**src/verilog/qerv_pkg.sv**
```systemverilog
`default_nettype none

package qerv_pkg;

   // Serial datapath geometry
   localparam int W       = 4;
   localparam int XLEN    = 32;
   localparam int CNT_LEN = XLEN / W;

   typedef logic [W-1:0]    nib_t;
   typedef logic [XLEN-1:0] word_t;
   typedef logic [4:0]      reg_addr_t;
   typedef logic [2:0]      cnt_t;

   typedef enum logic [1:0] {
      ST_FETCH,
      ST_RREQ,
      ST_WAIT_RF,
      ST_RUN
   } state_e;

   // Source of the result nibble
   typedef enum logic [2:0] {
      ALU_ADD,
      ALU_XOR,
      ALU_OR,
      ALU_AND,
      ALU_IMM
   } alu_op_e;

   typedef struct packed {
      alu_op_e alu_op;
      logic    sub;
      logic    op_b_imm;
      logic    rd_we;
   } ctrl_t;

endpackage

`default_nettype wire

```
**src/verilog/qerv_alu.sv**
```systemverilog
`timescale 1ns/1ps
`default_nettype none

module qerv_alu (
   input  wire                  clk,
   input  wire                  i_arst_n,
   input  wire                  i_run,
   input  wire                  i_cnt0,
   input  wire qerv_pkg::ctrl_t i_ctrl,
   input  wire qerv_pkg::nib_t  i_rs1,
   input  wire qerv_pkg::nib_t  i_rs2,
   input  wire qerv_pkg::nib_t  i_imm,
   output qerv_pkg::nib_t       o_rd
);
   import qerv_pkg::*;

   nib_t       op_b;
   nib_t       op_b_add;
   logic       carry_q;
   logic       carry_in;
   logic [W:0] sum;

   assign op_b     = i_ctrl.op_b_imm ? i_imm : i_rs2;
   assign op_b_add = op_b ^ {W{i_ctrl.sub}};

   // Subtract injects the +1 of two's complement on the first nibble
   assign carry_in = i_cnt0 ? i_ctrl.sub : carry_q;
   assign sum      = {1'b0, i_rs1} + {1'b0, op_b_add} + {{W{1'b0}}, carry_in};

   always_ff @(posedge clk or negedge i_arst_n) begin
      if (!i_arst_n) begin
         carry_q <= 1'b0;
      end else if (i_run) begin
         carry_q <= sum[W];
      end
   end

   always_comb begin
      case (i_ctrl.alu_op)
         ALU_XOR: o_rd = i_rs1 ^ op_b;
         ALU_OR:  o_rd = i_rs1 | op_b;
         ALU_AND: o_rd = i_rs1 & op_b;
         ALU_IMM: o_rd = i_imm;
         default: o_rd = sum[W-1:0];
      endcase
   end

endmodule

`default_nettype wire

```
**src/verilog/qerv_ctrl.sv**
```systemverilog
`timescale 1ns/1ps
`default_nettype none

module qerv_ctrl #(
   parameter qerv_pkg::word_t RESET_PC = 32'h0000_0000
) (
   input  wire             clk,
   input  wire             i_arst_n,
   input  wire             i_run,
   input  wire             i_cnt0,
   output qerv_pkg::word_t o_pc
);
   import qerv_pkg::*;

   word_t      pc_q;
   logic       carry_q;
   logic       carry_in;
   nib_t       step;
   logic [W:0] sum;

   // Add 4 on the first nibble, then ripple the carry
   assign step     = i_cnt0 ? nib_t'(4) : '0;
   assign carry_in = i_cnt0 ? 1'b0 : carry_q;
   assign sum      = {1'b0, pc_q[W-1:0]} + {1'b0, step} + {{W{1'b0}}, carry_in};

   always_ff @(posedge clk or negedge i_arst_n) begin
      if (!i_arst_n) begin
         pc_q    <= RESET_PC;
         carry_q <= 1'b0;
      end else if (i_run) begin
         pc_q    <= {sum[W-1:0], pc_q[XLEN-1:W]};
         carry_q <= sum[W];
      end
   end

   assign o_pc = pc_q;

endmodule

`default_nettype wire

```
**src/verilog/qerv_decode.sv**
```systemverilog
`timescale 1ns/1ps
`default_nettype none

module qerv_decode (
   input  wire                  clk,
   input  wire                  i_arst_n,
   input  wire                  i_ibus_ack,
   input  wire qerv_pkg::word_t i_instr,
   output qerv_pkg::ctrl_t      o_ctrl
);
   import qerv_pkg::*;

   localparam logic [6:0] OPC_OP     = 7'b0110011;
   localparam logic [6:0] OPC_OP_IMM = 7'b0010011;
   localparam logic [6:0] OPC_LUI    = 7'b0110111;
   localparam ctrl_t      CTRL_NOP   = '{ALU_ADD, 1'b0, 1'b0, 1'b0};

   logic [6:0] opcode;
   logic [2:0] funct3;
   logic       supported;
   ctrl_t      ctrl_d;

   assign opcode = i_instr[6:0];
   assign funct3 = i_instr[14:12];

   always_comb begin
      ctrl_d    = CTRL_NOP;
      supported = 1'b0;
      case (opcode)
         OPC_OP, OPC_OP_IMM: begin
            supported       = 1'b1;
            ctrl_d.op_b_imm = (opcode == OPC_OP_IMM);
            case (funct3)
               // ADDI has no subtract form
               3'b000:  ctrl_d.sub    = (opcode == OPC_OP) & i_instr[30];
               3'b100:  ctrl_d.alu_op = ALU_XOR;
               3'b110:  ctrl_d.alu_op = ALU_OR;
               3'b111:  ctrl_d.alu_op = ALU_AND;
               default: supported     = 1'b0;
            endcase
         end
         OPC_LUI: begin
            supported       = 1'b1;
            ctrl_d.alu_op   = ALU_IMM;
            ctrl_d.op_b_imm = 1'b1;
         end
         default: supported = 1'b0;
      endcase
      ctrl_d.rd_we = supported & (i_instr[11:7] != 5'd0);
   end

   always_ff @(posedge clk or negedge i_arst_n) begin
      if (!i_arst_n) begin
         o_ctrl <= CTRL_NOP;
      end else if (i_ibus_ack) begin
         o_ctrl <= ctrl_d;
      end
   end

endmodule

`default_nettype wire

```
**src/verilog/qerv_immdec.sv**
```systemverilog
`timescale 1ns/1ps
`default_nettype none

module qerv_immdec (
   input  wire                  clk,
   input  wire                  i_arst_n,
   input  wire                  i_ibus_ack,
   input  wire qerv_pkg::word_t i_instr,
   input  wire                  i_run,
   output qerv_pkg::reg_addr_t  o_rs1_addr,
   output qerv_pkg::reg_addr_t  o_rs2_addr,
   output qerv_pkg::reg_addr_t  o_rd_addr,
   output qerv_pkg::nib_t       o_imm
);
   import qerv_pkg::*;

   word_t imm_q;
   word_t imm_d;

   // U-type opcodes have bit 2 set
   assign imm_d = i_instr[2] ? {i_instr[31:12], 12'h000}
                             : {{20{i_instr[31]}}, i_instr[31:20]};

   always_ff @(posedge clk or negedge i_arst_n) begin
      if (!i_arst_n) begin
         o_rs1_addr <= '0;
         o_rs2_addr <= '0;
         o_rd_addr  <= '0;
      end else if (i_ibus_ack) begin
         o_rs1_addr <= i_instr[19:15];
         o_rs2_addr <= i_instr[24:20];
         o_rd_addr  <= i_instr[11:7];
      end
   end

   always_ff @(posedge clk) begin
      if (i_ibus_ack) begin
         imm_q <= imm_d;
      end else if (i_run) begin
         imm_q <= {{W{1'b0}}, imm_q[XLEN-1:W]};
      end
   end

   assign o_imm = imm_q[W-1:0];

endmodule

`default_nettype wire

```
**src/verilog/qerv_state.sv**
```systemverilog
`timescale 1ns/1ps
`default_nettype none

module qerv_state (
   input  wire                  clk,
   input  wire                  i_arst_n,
   input  wire                  i_ibus_ack,
   input  wire                  i_rf_ready,
   input  wire qerv_pkg::ctrl_t i_ctrl,
   output logic                 o_ibus_cyc,
   output logic                 o_rf_rreq,
   output logic                 o_run,
   output logic                 o_cnt0,
   output logic                 o_wen0
);
   import qerv_pkg::*;

   state_e state;
   cnt_t   cnt;
   logic   cnt_last;

   assign cnt_last = (cnt == cnt_t'(CNT_LEN - 1));

   always_ff @(posedge clk or negedge i_arst_n) begin
      if (!i_arst_n) begin
         state <= ST_FETCH;
         cnt   <= '0;
      end else begin
         case (state)
            ST_FETCH: begin
               if (i_ibus_ack) begin
                  state <= ST_RREQ;
               end
            end
            ST_RREQ: begin
               state <= ST_WAIT_RF;
            end
            ST_WAIT_RF: begin
               if (i_rf_ready) begin
                  state <= ST_RUN;
                  cnt   <= '0;
               end
            end
            default: begin
               cnt <= cnt + 1'b1;
               if (cnt_last) begin
                  state <= ST_FETCH;
               end
            end
         endcase
      end
   end

   assign o_ibus_cyc = (state == ST_FETCH);
   assign o_rf_rreq  = (state == ST_RREQ);
   assign o_run      = (state == ST_RUN);
   assign o_cnt0     = o_run & (cnt == '0);

   // Only write-enable decision in the core
   assign o_wen0 = o_run & i_ctrl.rd_we;

endmodule

`default_nettype wire

```
**src/verilog/qerv_top.sv**
```systemverilog
`timescale 1ns/1ps
`default_nettype none

module qerv_top #(
   parameter qerv_pkg::word_t RESET_PC = 32'h0000_0000
) (
   input  wire                  clk,
   input  wire                  i_arst_n,
   // Instruction bus
   output qerv_pkg::word_t      o_ibus_adr,
   output logic                 o_ibus_cyc,
   input  wire qerv_pkg::word_t i_ibus_rdt,
   input  wire                  i_ibus_ack,
   // Register file
   output logic                 o_rf_rreq,
   input  wire                  i_rf_ready,
   output qerv_pkg::reg_addr_t  o_rreg0,
   output qerv_pkg::reg_addr_t  o_rreg1,
   input  wire qerv_pkg::nib_t  i_rdata0,
   input  wire qerv_pkg::nib_t  i_rdata1,
   output qerv_pkg::reg_addr_t  o_wreg0,
   output logic                 o_wen0,
   output qerv_pkg::nib_t       o_wdata0
);
   import qerv_pkg::*;

   ctrl_t ctrl;
   logic  run;
   logic  cnt0;
   nib_t  imm;

   qerv_state u_state (
      .clk        (clk),
      .i_arst_n   (i_arst_n),
      .i_ibus_ack (i_ibus_ack),
      .i_rf_ready (i_rf_ready),
      .i_ctrl     (ctrl),
      .o_ibus_cyc (o_ibus_cyc),
      .o_rf_rreq  (o_rf_rreq),
      .o_run      (run),
      .o_cnt0     (cnt0),
      .o_wen0     (o_wen0)
   );

   qerv_decode u_decode (
      .clk        (clk),
      .i_arst_n   (i_arst_n),
      .i_ibus_ack (i_ibus_ack),
      .i_instr    (i_ibus_rdt),
      .o_ctrl     (ctrl)
   );

   qerv_immdec u_immdec (
      .clk        (clk),
      .i_arst_n   (i_arst_n),
      .i_ibus_ack (i_ibus_ack),
      .i_instr    (i_ibus_rdt),
      .i_run      (run),
      .o_rs1_addr (o_rreg0),
      .o_rs2_addr (o_rreg1),
      .o_rd_addr  (o_wreg0),
      .o_imm      (imm)
   );

   qerv_alu u_alu (
      .clk      (clk),
      .i_arst_n (i_arst_n),
      .i_run    (run),
      .i_cnt0   (cnt0),
      .i_ctrl   (ctrl),
      .i_rs1    (i_rdata0),
      .i_rs2    (i_rdata1),
      .i_imm    (imm),
      .o_rd     (o_wdata0)
   );

   qerv_ctrl #(
      .RESET_PC (RESET_PC)
   ) u_ctrl (
      .clk      (clk),
      .i_arst_n (i_arst_n),
      .i_run    (run),
      .i_cnt0   (cnt0),
      .o_pc     (o_ibus_adr)
   );

endmodule

`default_nettype wire
```
**config.mk**
```make
export PLATFORM = sky130hd
export DESIGN_NAME = qerv_top
export DESIGN_NICKNAME = d
export VERILOG_FILES = /design/src/verilog/qerv_pkg.sv /design/src/verilog/qerv_alu.sv /design/src/verilog/qerv_ctrl.sv /design/src/verilog/qerv_decode.sv /design/src/verilog/qerv_immdec.sv /design/src/verilog/qerv_state.sv /design/src/verilog/qerv_top.sv
export SDC_FILE = /design/constraint.sdc
export NUM_CORES = 1
export LEC_CHECK = 0
export BUFFER_PORTS_ARGS = -buffer_cell sky130_fd_sc_hd__buf_2
export CAP_MARGIN = 20
export CORE_MARGIN = 1
export CORE_UTILIZATION = 34
export CTS_CLUSTER_SIZE = 30
export DETAILED_ROUTE_END_ITERATION = 8
export PLACE_DENSITY_LB_ADDON = 0.05
export SETUP_SLACK_MARGIN = 0.3
export SLEW_MARGIN = 20
export SYNTH_ARGS = -nofsm -noshare
export SYNTH_HDL_FRONTEND = slang
export SYNTH_HIERARCHICAL = 1
export SYNTH_SLANG_ARGS = --single-unit
```
**constraint.sdc**
```tcl
create_clock -name clk -period 2.29 [get_ports clk]
set_input_delay 0.229 -clock clk [delete_from_list [all_inputs] [get_ports clk]]
set_output_delay 0.229 -clock clk [all_outputs]
set_load 0.02 [all_outputs]
```
==> flow_summary.html, run 1 <==
<table>
<tr><th>Metric</th><th>Value</th></tr>
<tr><th colspan="2">Worst setup path</th></tr>
<tr><td>Startpoint type of the worst setup path</td><td>flop</td></tr>
<tr><td>Cell count of the worst reg-to-reg path</td><td>13</td></tr>
<tr><td>Timing startpoint of the critical path</td><td>u_state/cnt[1]</td></tr>
<tr><td>Slack of the worst reg-to-reg path</td><td>0.03 ns</td></tr>
<tr><td>Critical path capture point type</td><td>primary output</td></tr>
<tr><td>Top fanout value on the critical path</td><td>2</td></tr>
<tr><td>Class of the most critical setup path</td><td>reg2out</td></tr>
<tr><td>Startpoint of the lowest-slack register-to-register path</td><td>u_state/cnt[1]</td></tr>
<tr><td>Destination of the critical timing path</td><td>o_wdata0[2]</td></tr>
<tr><td>Data arrival time of the critical path</td><td>2.60 ns</td></tr>
<tr><td>CP required</td><td>2.06 ns</td></tr>
<tr><td>Worst R2R End</td><td>u_alu/carry_q</td></tr>
<tr><th colspan="2">Yosys</th></tr>
<tr><td>Fraction of the mapped netlist area in simple logic gates</td><td>8.68%</td></tr>
<tr><td>Adder and majority cell fraction of the synthesized area</td><td>6.81%</td></tr>
<tr><td>Library cells used by synthesis</td><td>52</td></tr>
<tr><td>Post-synth ARST share</td><td>65.2%</td></tr>
<tr><td>Count of flip-flops with a built-in enable after synthesis</td><td>32</td></tr>
<tr><td>Post-synthesis sequential element count</td><td>92</td></tr>
<tr><td>Post-Synth XOR/XNOR Area</td><td>2.00%</td></tr>
<tr><td>Post-synthesis instance area</td><td>0.00481 sq mm</td></tr>
<tr><td>Yosys Warn Count</td><td>6</td></tr>
<tr><td>Gate Count Post-Synth</td><td>378</td></tr>
<tr><td>Share of synthesized area occupied by flip-flops and latches</td><td>51.1%</td></tr>
<tr><td>Most used DFF post-synth</td><td>sky130_fd_sc_hd__dfrtp_1</td></tr>
<tr><td>Synth Net Count</td><td>447</td></tr>
<tr><td>Synthesized area divided by synthesized cell count</td><td>12.7 sq um</td></tr>
<tr><td>Share of synthesized area spent on multiplexers</td><td>15.3%</td></tr>
<tr><td>Complex-gate fraction of the synthesized area</td><td>9.95%</td></tr>
<tr><td>Combinational family with the most area after synthesis</td><td>multiplexers</td></tr>
<tr><th colspan="2">Floorplan</th></tr>
<tr><td>Total core area</td><td>0.0138 sq mm</td></tr>
<tr><td>Initial cell density of the core</td><td>34.8%</td></tr>
<tr><td>Die height</td><td>121 um</td></tr>
<tr><td>DIE WIDTH</td><td>121 um</td></tr>
<tr><td>Row Count</td><td>43</td></tr>
<tr><td>Die footprint</td><td>0.0146 sq mm</td></tr>
<tr><td>I/O pins</td><td>98</td></tr>
<tr><th colspan="2">STA</th></tr>
<tr><td>Maximum clock frequency</td><td>0.354 GHz</td></tr>
<tr><td>Max Clock Skew</td><td>0.00673 ns</td></tr>
<tr><td>Number of hold violations in the final report</td><td>0</td></tr>
<tr><td>Slew headroom</td><td>47.2%</td></tr>
<tr><td>Endpoints failing setup</td><td>4</td></tr>
<tr><td>Measured slew at the worst slew-check pin</td><td>0.791 ns</td></tr>
<tr><td>Final Slew Violations</td><td>0</td></tr>
<tr><td>Shortest period the worst path allows</td><td>2.83 ns</td></tr>
<tr><td>Final cycle utilization of the critical path</td><td>123%</td></tr>
<tr><td>RSZ-0062 raised after global routing</td><td>yes</td></tr>
<tr><td>Worst hold slack after final layout</td><td>0.129 ns</td></tr>
<tr><td>Crit path setup slack, layout</td><td>-0.535 ns</td></tr>
<tr><th colspan="2">Placed design</th></tr>
<tr><td>Routability cong.</td><td>0.771</td></tr>
<tr><td>Total placed instance area</td><td>0.00555 sq mm</td></tr>
<tr><td>Placed Cells incl. Taps</td><td>651</td></tr>
<tr><td>Number of buffers inserted by port buffering</td><td>97</td></tr>
<tr><td>HPWL reported at the end of detailed placement</td><td>7.11 mm</td></tr>
<tr><th colspan="2">Global route</th></tr>
<tr><td>First-pass GRT wire length</td><td>16.8 mm</td></tr>
<tr><td>Via count of the first global-routing pass</td><td>3232</td></tr>
<tr><td>Number of antenna violations at the first check in global routing</td><td>0</td></tr>
<tr><td>Largest net degree at the start of global routing</td><td>40</td></tr>
<tr><td>Grt total ovfl</td><td>0</td></tr>
<tr><td>Global-route total usage across every layer</td><td>15.0%</td></tr>
<tr><th colspan="2">Cells and area</th></tr>
<tr><td>Final core utilization</td><td>43.3%</td></tr>
<tr><td>Area of all placed cells without fillers</td><td>0.00599 sq mm</td></tr>
<tr><td>ANT cells</td><td>0</td></tr>
<tr><td>Non-Filler Instances</td><td>676</td></tr>
<tr><td>Layout Area Growth over Synthesis</td><td>24.4%</td></tr>
<tr><td>Proportion of layout cells with a drive suffix above 1</td><td>43.5%</td></tr>
<tr><td>FILL cells</td><td>1312</td></tr>
<tr><td>Final nets</td><td>560</td></tr>
<tr><th colspan="2">Status</th></tr>
<tr><td>Run status</td><td>finished, violations left</td></tr>
<tr><td>Violations in the final reports</td><td>setup timing</td></tr>
<tr><th colspan="2">Clock network</th></tr>
<tr><td>H-tree Lvls</td><td>3</td></tr>
<tr><td>Total clock sinks</td><td>92</td></tr>
<tr><td>Insertion delay to the later sink of the worst-skew pair</td><td>0.34 ns</td></tr>
<tr><td>Root buffer cell</td><td>sky130_fd_sc_hd__clkbuf_16</td></tr>
<tr><td>CTS max path bufs</td><td>2</td></tr>
<tr><td>CTS tree</td><td>built</td></tr>
<tr><td>Clock input transition at the sequential cells of the worst setup and hold paths</td><td>0.06 ns</td></tr>
<tr><td>CTS Buf Count</td><td>9</td></tr>
<tr><th colspan="2">Power and ir drop</th></tr>
<tr><td>Pwr Total</td><td>0.00583 W</td></tr>
<tr><td>Static Leakage</td><td>2.83 nW</td></tr>
<tr><td>Maximum vdd ir drop</td><td>571 uV</td></tr>
<tr><td>PwrDens</td><td>973 mW/mm^2</td></tr>
<tr><th colspan="2">Routing</th></tr>
<tr><td>First-pass DRT Iterations</td><td>4</td></tr>
<tr><td>DRC</td><td>0</td></tr>
<tr><td>Initial drt markers</td><td>146</td></tr>
<tr><td>Vias</td><td>3215</td></tr>
<tr><td>Average wire per cell in the routed design</td><td>15.2 um</td></tr>
<tr><td>Drt via density</td><td>4.76</td></tr>
<tr><td>Remaining antenna violation count after routing</td><td>0</td></tr>
<tr><td>Final Routed Wirelength</td><td>10.3 mm</td></tr>
<tr><th colspan="2">Run</th></tr>
<tr><td>Total of max-cap violations</td><td>0</td></tr>
<tr><th colspan="2">Hold path</th></tr>
<tr><td>Hold/Removal Path Class</td><td>in2reg</td></tr>
</table>
-- through the flow --
| step | setup WS (ns) | setup TNS (ns) |
|---|---|---|
| floorplan | -0.103 | -0.201 |
| CTS | -0.621 | -1.73 |
| global placement | -0.233 | -0.422 |
| global route | -0.648 | -1.84 |
| finish | -0.535 | -1.41 |
| detailed placement | -0.253 | -0.492 |
-- cells in the mapped netlist, types with 2 or more instances --
| cell | instances | share of area, % |
|---|---|---|
| sky130_fd_sc_hd__inv_1 | 23 | 1.8 |
| sky130_fd_sc_hd__buf_2 | 6 | 0.62 |
| sky130_fd_sc_hd__a31o_2 | 2 | 0.36 |
| sky130_fd_sc_hd__o21ai_0 | 8 | 0.83 |
| sky130_fd_sc_hd__a41o_1 | 2 | 0.42 |
| sky130_fd_sc_hd__mux2i_1 | 4 | 0.83 |
| sky130_fd_sc_hd__nand3b_1 | 2 | 0.31 |
| sky130_fd_sc_hd__and2_1 | 2 | 0.26 |
| sky130_fd_sc_hd__nand2_1 | 27 | 2.1 |
| sky130_fd_sc_hd__nand2b_1 | 3 | 0.39 |
| sky130_fd_sc_hd__buf_6 | 11 | 2.6 |
| sky130_fd_sc_hd__o21ai_1 | 2 | 0.21 |
| sky130_fd_sc_hd__a22oi_1 | 4 | 0.62 |
| sky130_fd_sc_hd__o211a_1 | 2 | 0.42 |
| sky130_fd_sc_hd__buf_4 | 5 | 0.78 |
| sky130_fd_sc_hd__nor2_1 | 26 | 2.0 |
| sky130_fd_sc_hd__nand3_1 | 3 | 0.31 |
| sky130_fd_sc_hd__clkbuf_1 | 3 | 0.23 |
| sky130_fd_sc_hd__a21oi_1 | 9 | 0.94 |
| sky130_fd_sc_hd__mux2_2 | 10 | 2.3 |
| sky130_fd_sc_hd__xnor2_1 | 10 | 1.8 |
| sky130_fd_sc_hd__edfxtp_1 | 32 | 20 |
| sky130_fd_sc_hd__a22o_1 | 11 | 2.0 |
| sky130_fd_sc_hd__a31oi_1 | 16 | 2.1 |
| sky130_fd_sc_hd__o22ai_1 | 3 | 0.39 |
| sky130_fd_sc_hd__dfrtp_1 | 60 | 31 |
| sky130_fd_sc_hd__nor2b_1 | 4 | 0.52 |
| sky130_fd_sc_hd__ha_1 | 23 | 6.0 |
| sky130_fd_sc_hd__mux2_4 | 39 | 12 |
| sky130_fd_sc_hd__or4_1 | 2 | 0.31 |
| sky130_fd_sc_hd__fa_1 | 2 | 0.83 |
| sky130_fd_sc_hd__nor2b_4 | 2 | 0.57 |
-- per-layer routing --
layer / up-vias / GRT usage, % / routed length [um]
li1: 1569 / - / -
met2: 77 / 20.6 / 4300
met4: 0 / 7.48 / 228
met1: 1552 / 22.2 / 5290
met5: - / 0 / 0
met3: 17 / 3.10 / 455
-- report_power, final --
part	leakage (nW)	total (W)	internal, W	switching [W]
registers	1.10	0.00230	0.00210	0.000196
clock network	0.125	0.00136	0.000764	0.000600
logic	1.61	0.00217	0.00109	0.00108
-- how the worst min path moves through the flow --
stage	slack, ns	from	cells after the start	to
2_1_floorplan	-0.07	i_arst_n	0	u_alu/carry_q
3_3_place_gp	0.28	i_arst_n	1	u_state/state[1]
3_5_place_dp	0.28	i_arst_n	1	u_state/state[1]
4_1_cts	0.11	i_ibus_rdt[7]	2	u_immdec/o_rd_addr[0]
5_1_grt	0.12	i_ibus_rdt[10]	2	u_immdec/o_rd_addr[3]
6_report	0.13	i_ibus_rdt[7]	2	u_immdec/o_rd_addr[0]
-- worst max-delay path, cell delays in order, from the launching register on --
cell and delay (ns):
sky130_fd_sc_hd__dfrtp_1 0.39, sky130_fd_sc_hd__inv_2 0.07, sky130_fd_sc_hd__ha_4 0.13, sky130_fd_sc_hd__nand2_4 0.04, sky130_fd_sc_hd__nor2_4 0.09, sky130_fd_sc_hd__mux2_4 0.31
sky130_fd_sc_hd__fa_2 0.35, sky130_fd_sc_hd__inv_2 0.06, sky130_fd_sc_hd__fa_2 0.20, sky130_fd_sc_hd__xor2_1 0.15, sky130_fd_sc_hd__o22ai_1 0.09, sky130_fd_sc_hd__a31o_2 0.24
sky130_fd_sc_hd__buf_6 0.13
-- sequential cells by signal (all words and copies together) (netlist names) --
| name | cells |
|---|---|
| u_alu/carry_q | 1 |
| u_ctrl/carry_q | 1 |
| u_ctrl/o_pc | 32 |
| u_decode/o_ctrl | 6 |
| u_immdec/imm_q | 32 |
| u_immdec/o_rd_addr | 5 |
| u_immdec/o_rs1_addr | 5 |
| u_immdec/o_rs2_addr | 5 |
| u_state/cnt | 3 |
| u_state/state | 2 |
-- repair_timing --
action | in CTS | in global routing
setup buffers | 6 | 2
hold buffers | 1 | 0
endpoints found under the hold margin | 23 | 0
endpoints found under the setup margin | 6 | 8
pin swaps | 8 | 4
cloned | 0 | 0
resized for setup | 13 | 13
-- cell usage in the layout (no fill, tap or decap), types with 5 or more instances in the layout --
cell / synthesis / final
sky130_fd_sc_hd__edfxtp_1: 32 / 32
sky130_fd_sc_hd__ha_1: 23 / 15
sky130_fd_sc_hd__nand2_1: 27 / 26
sky130_fd_sc_hd__inv_1: 23 / 19
sky130_fd_sc_hd__a22o_1: 11 / 11
sky130_fd_sc_hd__xnor2_1: 10 / 9
sky130_fd_sc_hd__ha_4: 0 / 5
sky130_fd_sc_hd__buf_2: 6 / 93
sky130_fd_sc_hd__a31oi_1: 16 / 16
sky130_fd_sc_hd__nor2_1: 26 / 25
sky130_fd_sc_hd__mux2_4: 39 / 40
sky130_fd_sc_hd__buf_4: 5 / 28
sky130_fd_sc_hd__clkbuf_16: 0 / 9
sky130_fd_sc_hd__a21oi_1: 9 / 8
sky130_fd_sc_hd__mux2_2: 10 / 9
sky130_fd_sc_hd__dfrtp_1: 60 / 60
sky130_fd_sc_hd__o21ai_0: 8 / 8
-- logic make-up after synthesis --
logic type                 count (synthesis)
AOI/OAI and AO/OA                         68
adders and majority gates                 25
buffers and inverters                     49
and+or+nand+nor                           80
muxes                                     53
xor gates and xnor gates                  11
DFF                                       92
-- cell type report --
class | instances | area [sq um] | share of cell area (%)
clock buffer | 14 | 254 | 4.24
timing repair buffer | 127 | 759 | 12.7
multi-input combinational | 237 | 2190 | 36.5
sequential | 92 | 2460 | 41.1
inverter | 24 | 92.6 | 1.55
tap | 180 | 225 | 3.76
clock inverter | 2 | 11.3 | 0.188
Power figures use the tool's default switching activity.
==> inputs of run 2 (changes only) <==
--- a/config.mk
+++ b/config.mk
@@ -5,7 +5,7 @@
 export SDC_FILE = /design/constraint.sdc
 export NUM_CORES = 1
 export LEC_CHECK = 0
-export BUFFER_PORTS_ARGS = -buffer_cell sky130_fd_sc_hd__buf_2
+export BUFFER_PORTS_ARGS = -buffer_cell sky130_fd_sc_hd__buf_4
 export CAP_MARGIN = 20
 export CORE_MARGIN = 1
 export CORE_UTILIZATION = 34
==> flow_summary.html, run 2 (same netlist as run 1, synthesis figures left out) <==
<table>
<tr><th>Metric</th><th>Value</th></tr>
<tr><th colspan="2">Cells and area</th></tr>
<tr><td>Final nets</td><td>553</td></tr>
<tr><td>Most common library cell in the layout ignoring fill and taps</td><td>sky130_fd_sc_hd__buf_4</td></tr>
<tr><td>ANT cells</td><td>0</td></tr>
<tr><td>Area of all placed cells without fillers</td><td>0.00615 sq mm</td></tr>
<tr><td>Proportion of layout cells with a drive suffix above 1</td><td>42.5%</td></tr>
<tr><td>Commonest non-fill, non-tap cells in the layout</td><td>sky130_fd_sc_hd__buf_4 (114), sky130_fd_sc_hd__dfrtp_1 (60), sky130_fd_sc_hd__mux2_4 (40)</td></tr>
<tr><td>Layout Area Growth over Synthesis</td><td>27.8%</td></tr>
<tr><th colspan="2">Routing</th></tr>
<tr><td>Vias</td><td>3198</td></tr>
<tr><td>Initial drt markers</td><td>129</td></tr>
<tr><td>Final Routed Wirelength</td><td>10.4 mm</td></tr>
<tr><td>Drt via density</td><td>4.78</td></tr>
<tr><td>First-pass DRT Iterations</td><td>5</td></tr>
<tr><td>Average wire per cell in the routed design</td><td>15.5 um</td></tr>
<tr><td>Remaining antenna violation count after routing</td><td>0</td></tr>
<tr><td>DRC</td><td>0</td></tr>
<tr><th colspan="2">Worst setup path</th></tr>
<tr><td>Timing startpoint of the critical path</td><td>u_state/cnt[0]</td></tr>
<tr><td>Number of cells on the critical path</td><td>12</td></tr>
<tr><td>Slack of the worst reg-to-reg path</td><td>-0.05 ns</td></tr>
<tr><td>Worst stage delay on the critical path</td><td>0.39 ns</td></tr>
<tr><td>Cell with the largest stage delay on the worst path</td><td>sky130_fd_sc_hd__dfrtp_1</td></tr>
<tr><td>Top fanout value on the critical path</td><td>2</td></tr>
<tr><td>Data arrival time of the critical path</td><td>2.59 ns</td></tr>
<tr><td>Number of buffer and inverter instances along the worst setup path</td><td>3</td></tr>
<tr><td>Startpoint of the lowest-slack register-to-register path</td><td>u_state/cnt[0]</td></tr>
<tr><td>Destination of the critical timing path</td><td>o_wdata0[2]</td></tr>
<tr><td>Worst R2R End</td><td>u_alu/carry_q</td></tr>
<tr><td>Critical path capture point type</td><td>primary output</td></tr>
<tr><td>CP required</td><td>2.06 ns</td></tr>
<tr><td>Category of cells accounting for the largest share of critical-path delay</td><td>adder cells</td></tr>
<tr><td>Startpoint type of the worst setup path</td><td>flop</td></tr>
<tr><td>Cell count of the worst reg-to-reg path</td><td>14</td></tr>
<tr><td>Cell chain of the critical path</td><td>inv_2 -&gt; ha_4 -&gt; nand2_4 -&gt; nor2_4 -&gt; mux2_4 -&gt; fa_2 -&gt; inv_2 -&gt; fa_2 -&gt; xor2_1 -&gt; o22ai_1 -&gt; a31o_2 -&gt; buf_6</td></tr>
<tr><td>Class of the most critical setup path</td><td>reg2out</td></tr>
<tr><th colspan="2">STA</th></tr>
<tr><td>Crit path setup slack, layout</td><td>-0.530 ns</td></tr>
<tr><td>Final cycle utilization of the critical path</td><td>123%</td></tr>
<tr><td>RSZ-0062 raised after global routing</td><td>yes</td></tr>
<tr><td>Endpoints failing setup</td><td>5</td></tr>
<tr><td>Maximum clock frequency</td><td>0.355 GHz</td></tr>
<tr><td>Shortest period the worst path allows</td><td>2.82 ns</td></tr>
<tr><td>Number of hold violations in the final report</td><td>0</td></tr>
<tr><td>Measured slew at the worst slew-check pin</td><td>0.807 ns</td></tr>
<tr><td>Final Slew Violations</td><td>0</td></tr>
<tr><td>Worst hold slack after final layout</td><td>0.125 ns</td></tr>
<tr><td>Max Clock Skew</td><td>0.00619 ns</td></tr>
<tr><td>Slew headroom</td><td>46.2%</td></tr>
<tr><th colspan="2">Placed design</th></tr>
<tr><td>HPWL reported at the end of detailed placement</td><td>7.00 mm</td></tr>
<tr><td>Number of buffers inserted by port buffering</td><td>97</td></tr>
<tr><td>Routability cong.</td><td>0.818</td></tr>
<tr><td>Pre-CTS setup slack</td><td>-0.257 ns</td></tr>
<tr><td>Total placed instance area</td><td>0.00575 sq mm</td></tr>
<tr><th colspan="2">Floorplan</th></tr>
<tr><td>Total core area</td><td>0.0138 sq mm</td></tr>
<tr><td>Die height</td><td>121 um</td></tr>
<tr><td>DIE WIDTH</td><td>121 um</td></tr>
<tr><td>Row Count</td><td>43</td></tr>
<tr><td>I/O pins</td><td>98</td></tr>
<tr><td>Initial cell density of the core</td><td>34.8%</td></tr>
<tr><td>Die footprint</td><td>0.0146 sq mm</td></tr>
<tr><th colspan="2">Global route</th></tr>
<tr><td>First-pass GRT wire length</td><td>16.7 mm</td></tr>
<tr><td>Number of antenna violations at the first check in global routing</td><td>0</td></tr>
<tr><td>Via count of the first global-routing pass</td><td>3130</td></tr>
<tr><td>Largest net degree at the start of global routing</td><td>61</td></tr>
<tr><td>Global-route total usage across every layer</td><td>15.1%</td></tr>
<tr><td>Grt total ovfl</td><td>0</td></tr>
<tr><th colspan="2">Status</th></tr>
<tr><td>Violations in the final reports</td><td>setup timing</td></tr>
<tr><td>Run status</td><td>finished, violations left</td></tr>
<tr><th colspan="2">Power and ir drop</th></tr>
<tr><td>Maximum vdd ir drop</td><td>924 uV</td></tr>
<tr><td>PwrDens</td><td>977 mW/mm^2</td></tr>
<tr><td>Static Leakage</td><td>2.88 nW</td></tr>
<tr><td>Pwr Total</td><td>0.00601 W</td></tr>
<tr><th colspan="2">Clock network</th></tr>
<tr><td>Insertion delay to the later sink of the worst-skew pair</td><td>0.34 ns</td></tr>
<tr><td>CTS max path bufs</td><td>2</td></tr>
<tr><td>CTS Buf Count</td><td>9</td></tr>
<tr><td>Clock input transition at the sequential cells of the worst setup and hold paths</td><td>0.06 ns</td></tr>
<tr><td>Total clock sinks</td><td>92</td></tr>
<tr><td>CTS tree</td><td>built</td></tr>
<tr><td>H-tree Lvls</td><td>3</td></tr>
<tr><td>Root buffer cell</td><td>sky130_fd_sc_hd__clkbuf_16</td></tr>
<tr><th colspan="2">Hold path</th></tr>
<tr><td>Launch point of the worst hold path</td><td>i_ibus_rdt[7]</td></tr>
<tr><td>Hold/Removal Path Class</td><td>in2reg</td></tr>
<tr><td>Hold path depth</td><td>2</td></tr>
<tr><th colspan="2">Run</th></tr>
<tr><td>Total of max-cap violations</td><td>0</td></tr>
</table>
run 2: how the worst min path moves through the flow:
stage                             endpoint  slack, ns
finish               u_immdec/o_rd_addr[0]       0.13
global route         u_immdec/o_rd_addr[1]       0.10
CTS                  u_immdec/o_rd_addr[0]       0.11
detailed placement  u_immdec/o_rs2_addr[2]       0.38
global placement          u_state/state[1]       0.37
floorplan                    u_alu/carry_q      -0.07
run 2: cell type report:
type / instances / area (sq um)
Sequential cell: 92 / 2460
Clock inverter: 6 / 70.1
Fill cell: 1316 / 7670
Timing Repair Buffer: 120 / 940
Multi-Input combinational cell: 237 / 2130
Clock buffer: 10 / 239
Tap cell: 180 / 225
Inverter: 24 / 90.1
run 2: what timing repair did:
action                                  in CTS  in global routing
resized for setup                            8                  4
pin swaps                                    8                  4
hold endpoints to repair                     5                  0
cloned                                       0                  0
hold buffers                                 1                  0
setup buffers                                3                  3
endpoints found under the setup margin       6                  7
run 2: power breakdown:
group	switching, W	internal (W)	leakage [nW]
clock	0.000653	0.000888	0.155
combinational	0.00105	0.00112	1.62
sequential	0.000198	0.00210	1.10
total	0.00190	0.00411	2.88
run 2: stage by stage:
stage | utilization (%) | TNS, ns | instances
5_1_grt | 44.5 | -1.85 | 669
3_3_place_gp | 41.6 | -0.367 | 646
3_5_place_dp | 41.6 | -0.419 | 646
2_1_floorplan | - | -0.201 | 378
6_report | 44.5 | -1.33 | 669
4_1_cts | 44.3 | -1.66 | 666
run 2: worst reg2reg max path, stage by stage (launching register included):
cell                      delay, ns
sky130_fd_sc_hd__dfrtp_1       0.39
sky130_fd_sc_hd__inv_2         0.08
sky130_fd_sc_hd__ha_4          0.13
sky130_fd_sc_hd__nand2_4       0.04
sky130_fd_sc_hd__nor2_4        0.09
sky130_fd_sc_hd__mux2_4        0.31
sky130_fd_sc_hd__fa_2          0.34
sky130_fd_sc_hd__inv_2         0.06
sky130_fd_sc_hd__fa_2          0.20
sky130_fd_sc_hd__buf_4         0.10
sky130_fd_sc_hd__buf_4         0.09
sky130_fd_sc_hd__inv_1         0.03
sky130_fd_sc_hd__a21o_1        0.15
sky130_fd_sc_hd__a21oi_2       0.11
sky130_fd_sc_hd__a21oi_1       0.07
run 2: routing by layer:
layer,routed length [um],share of wire (%),GRT usage (%),vias to the layer above
met5,0,0,0,-
met4,124,1.2,4.55,0
met3,554,5.3,4.79,9
met2,4530,44,22.0,82
met1,5180,50,21.2,1552
li1,-,-,-,1555
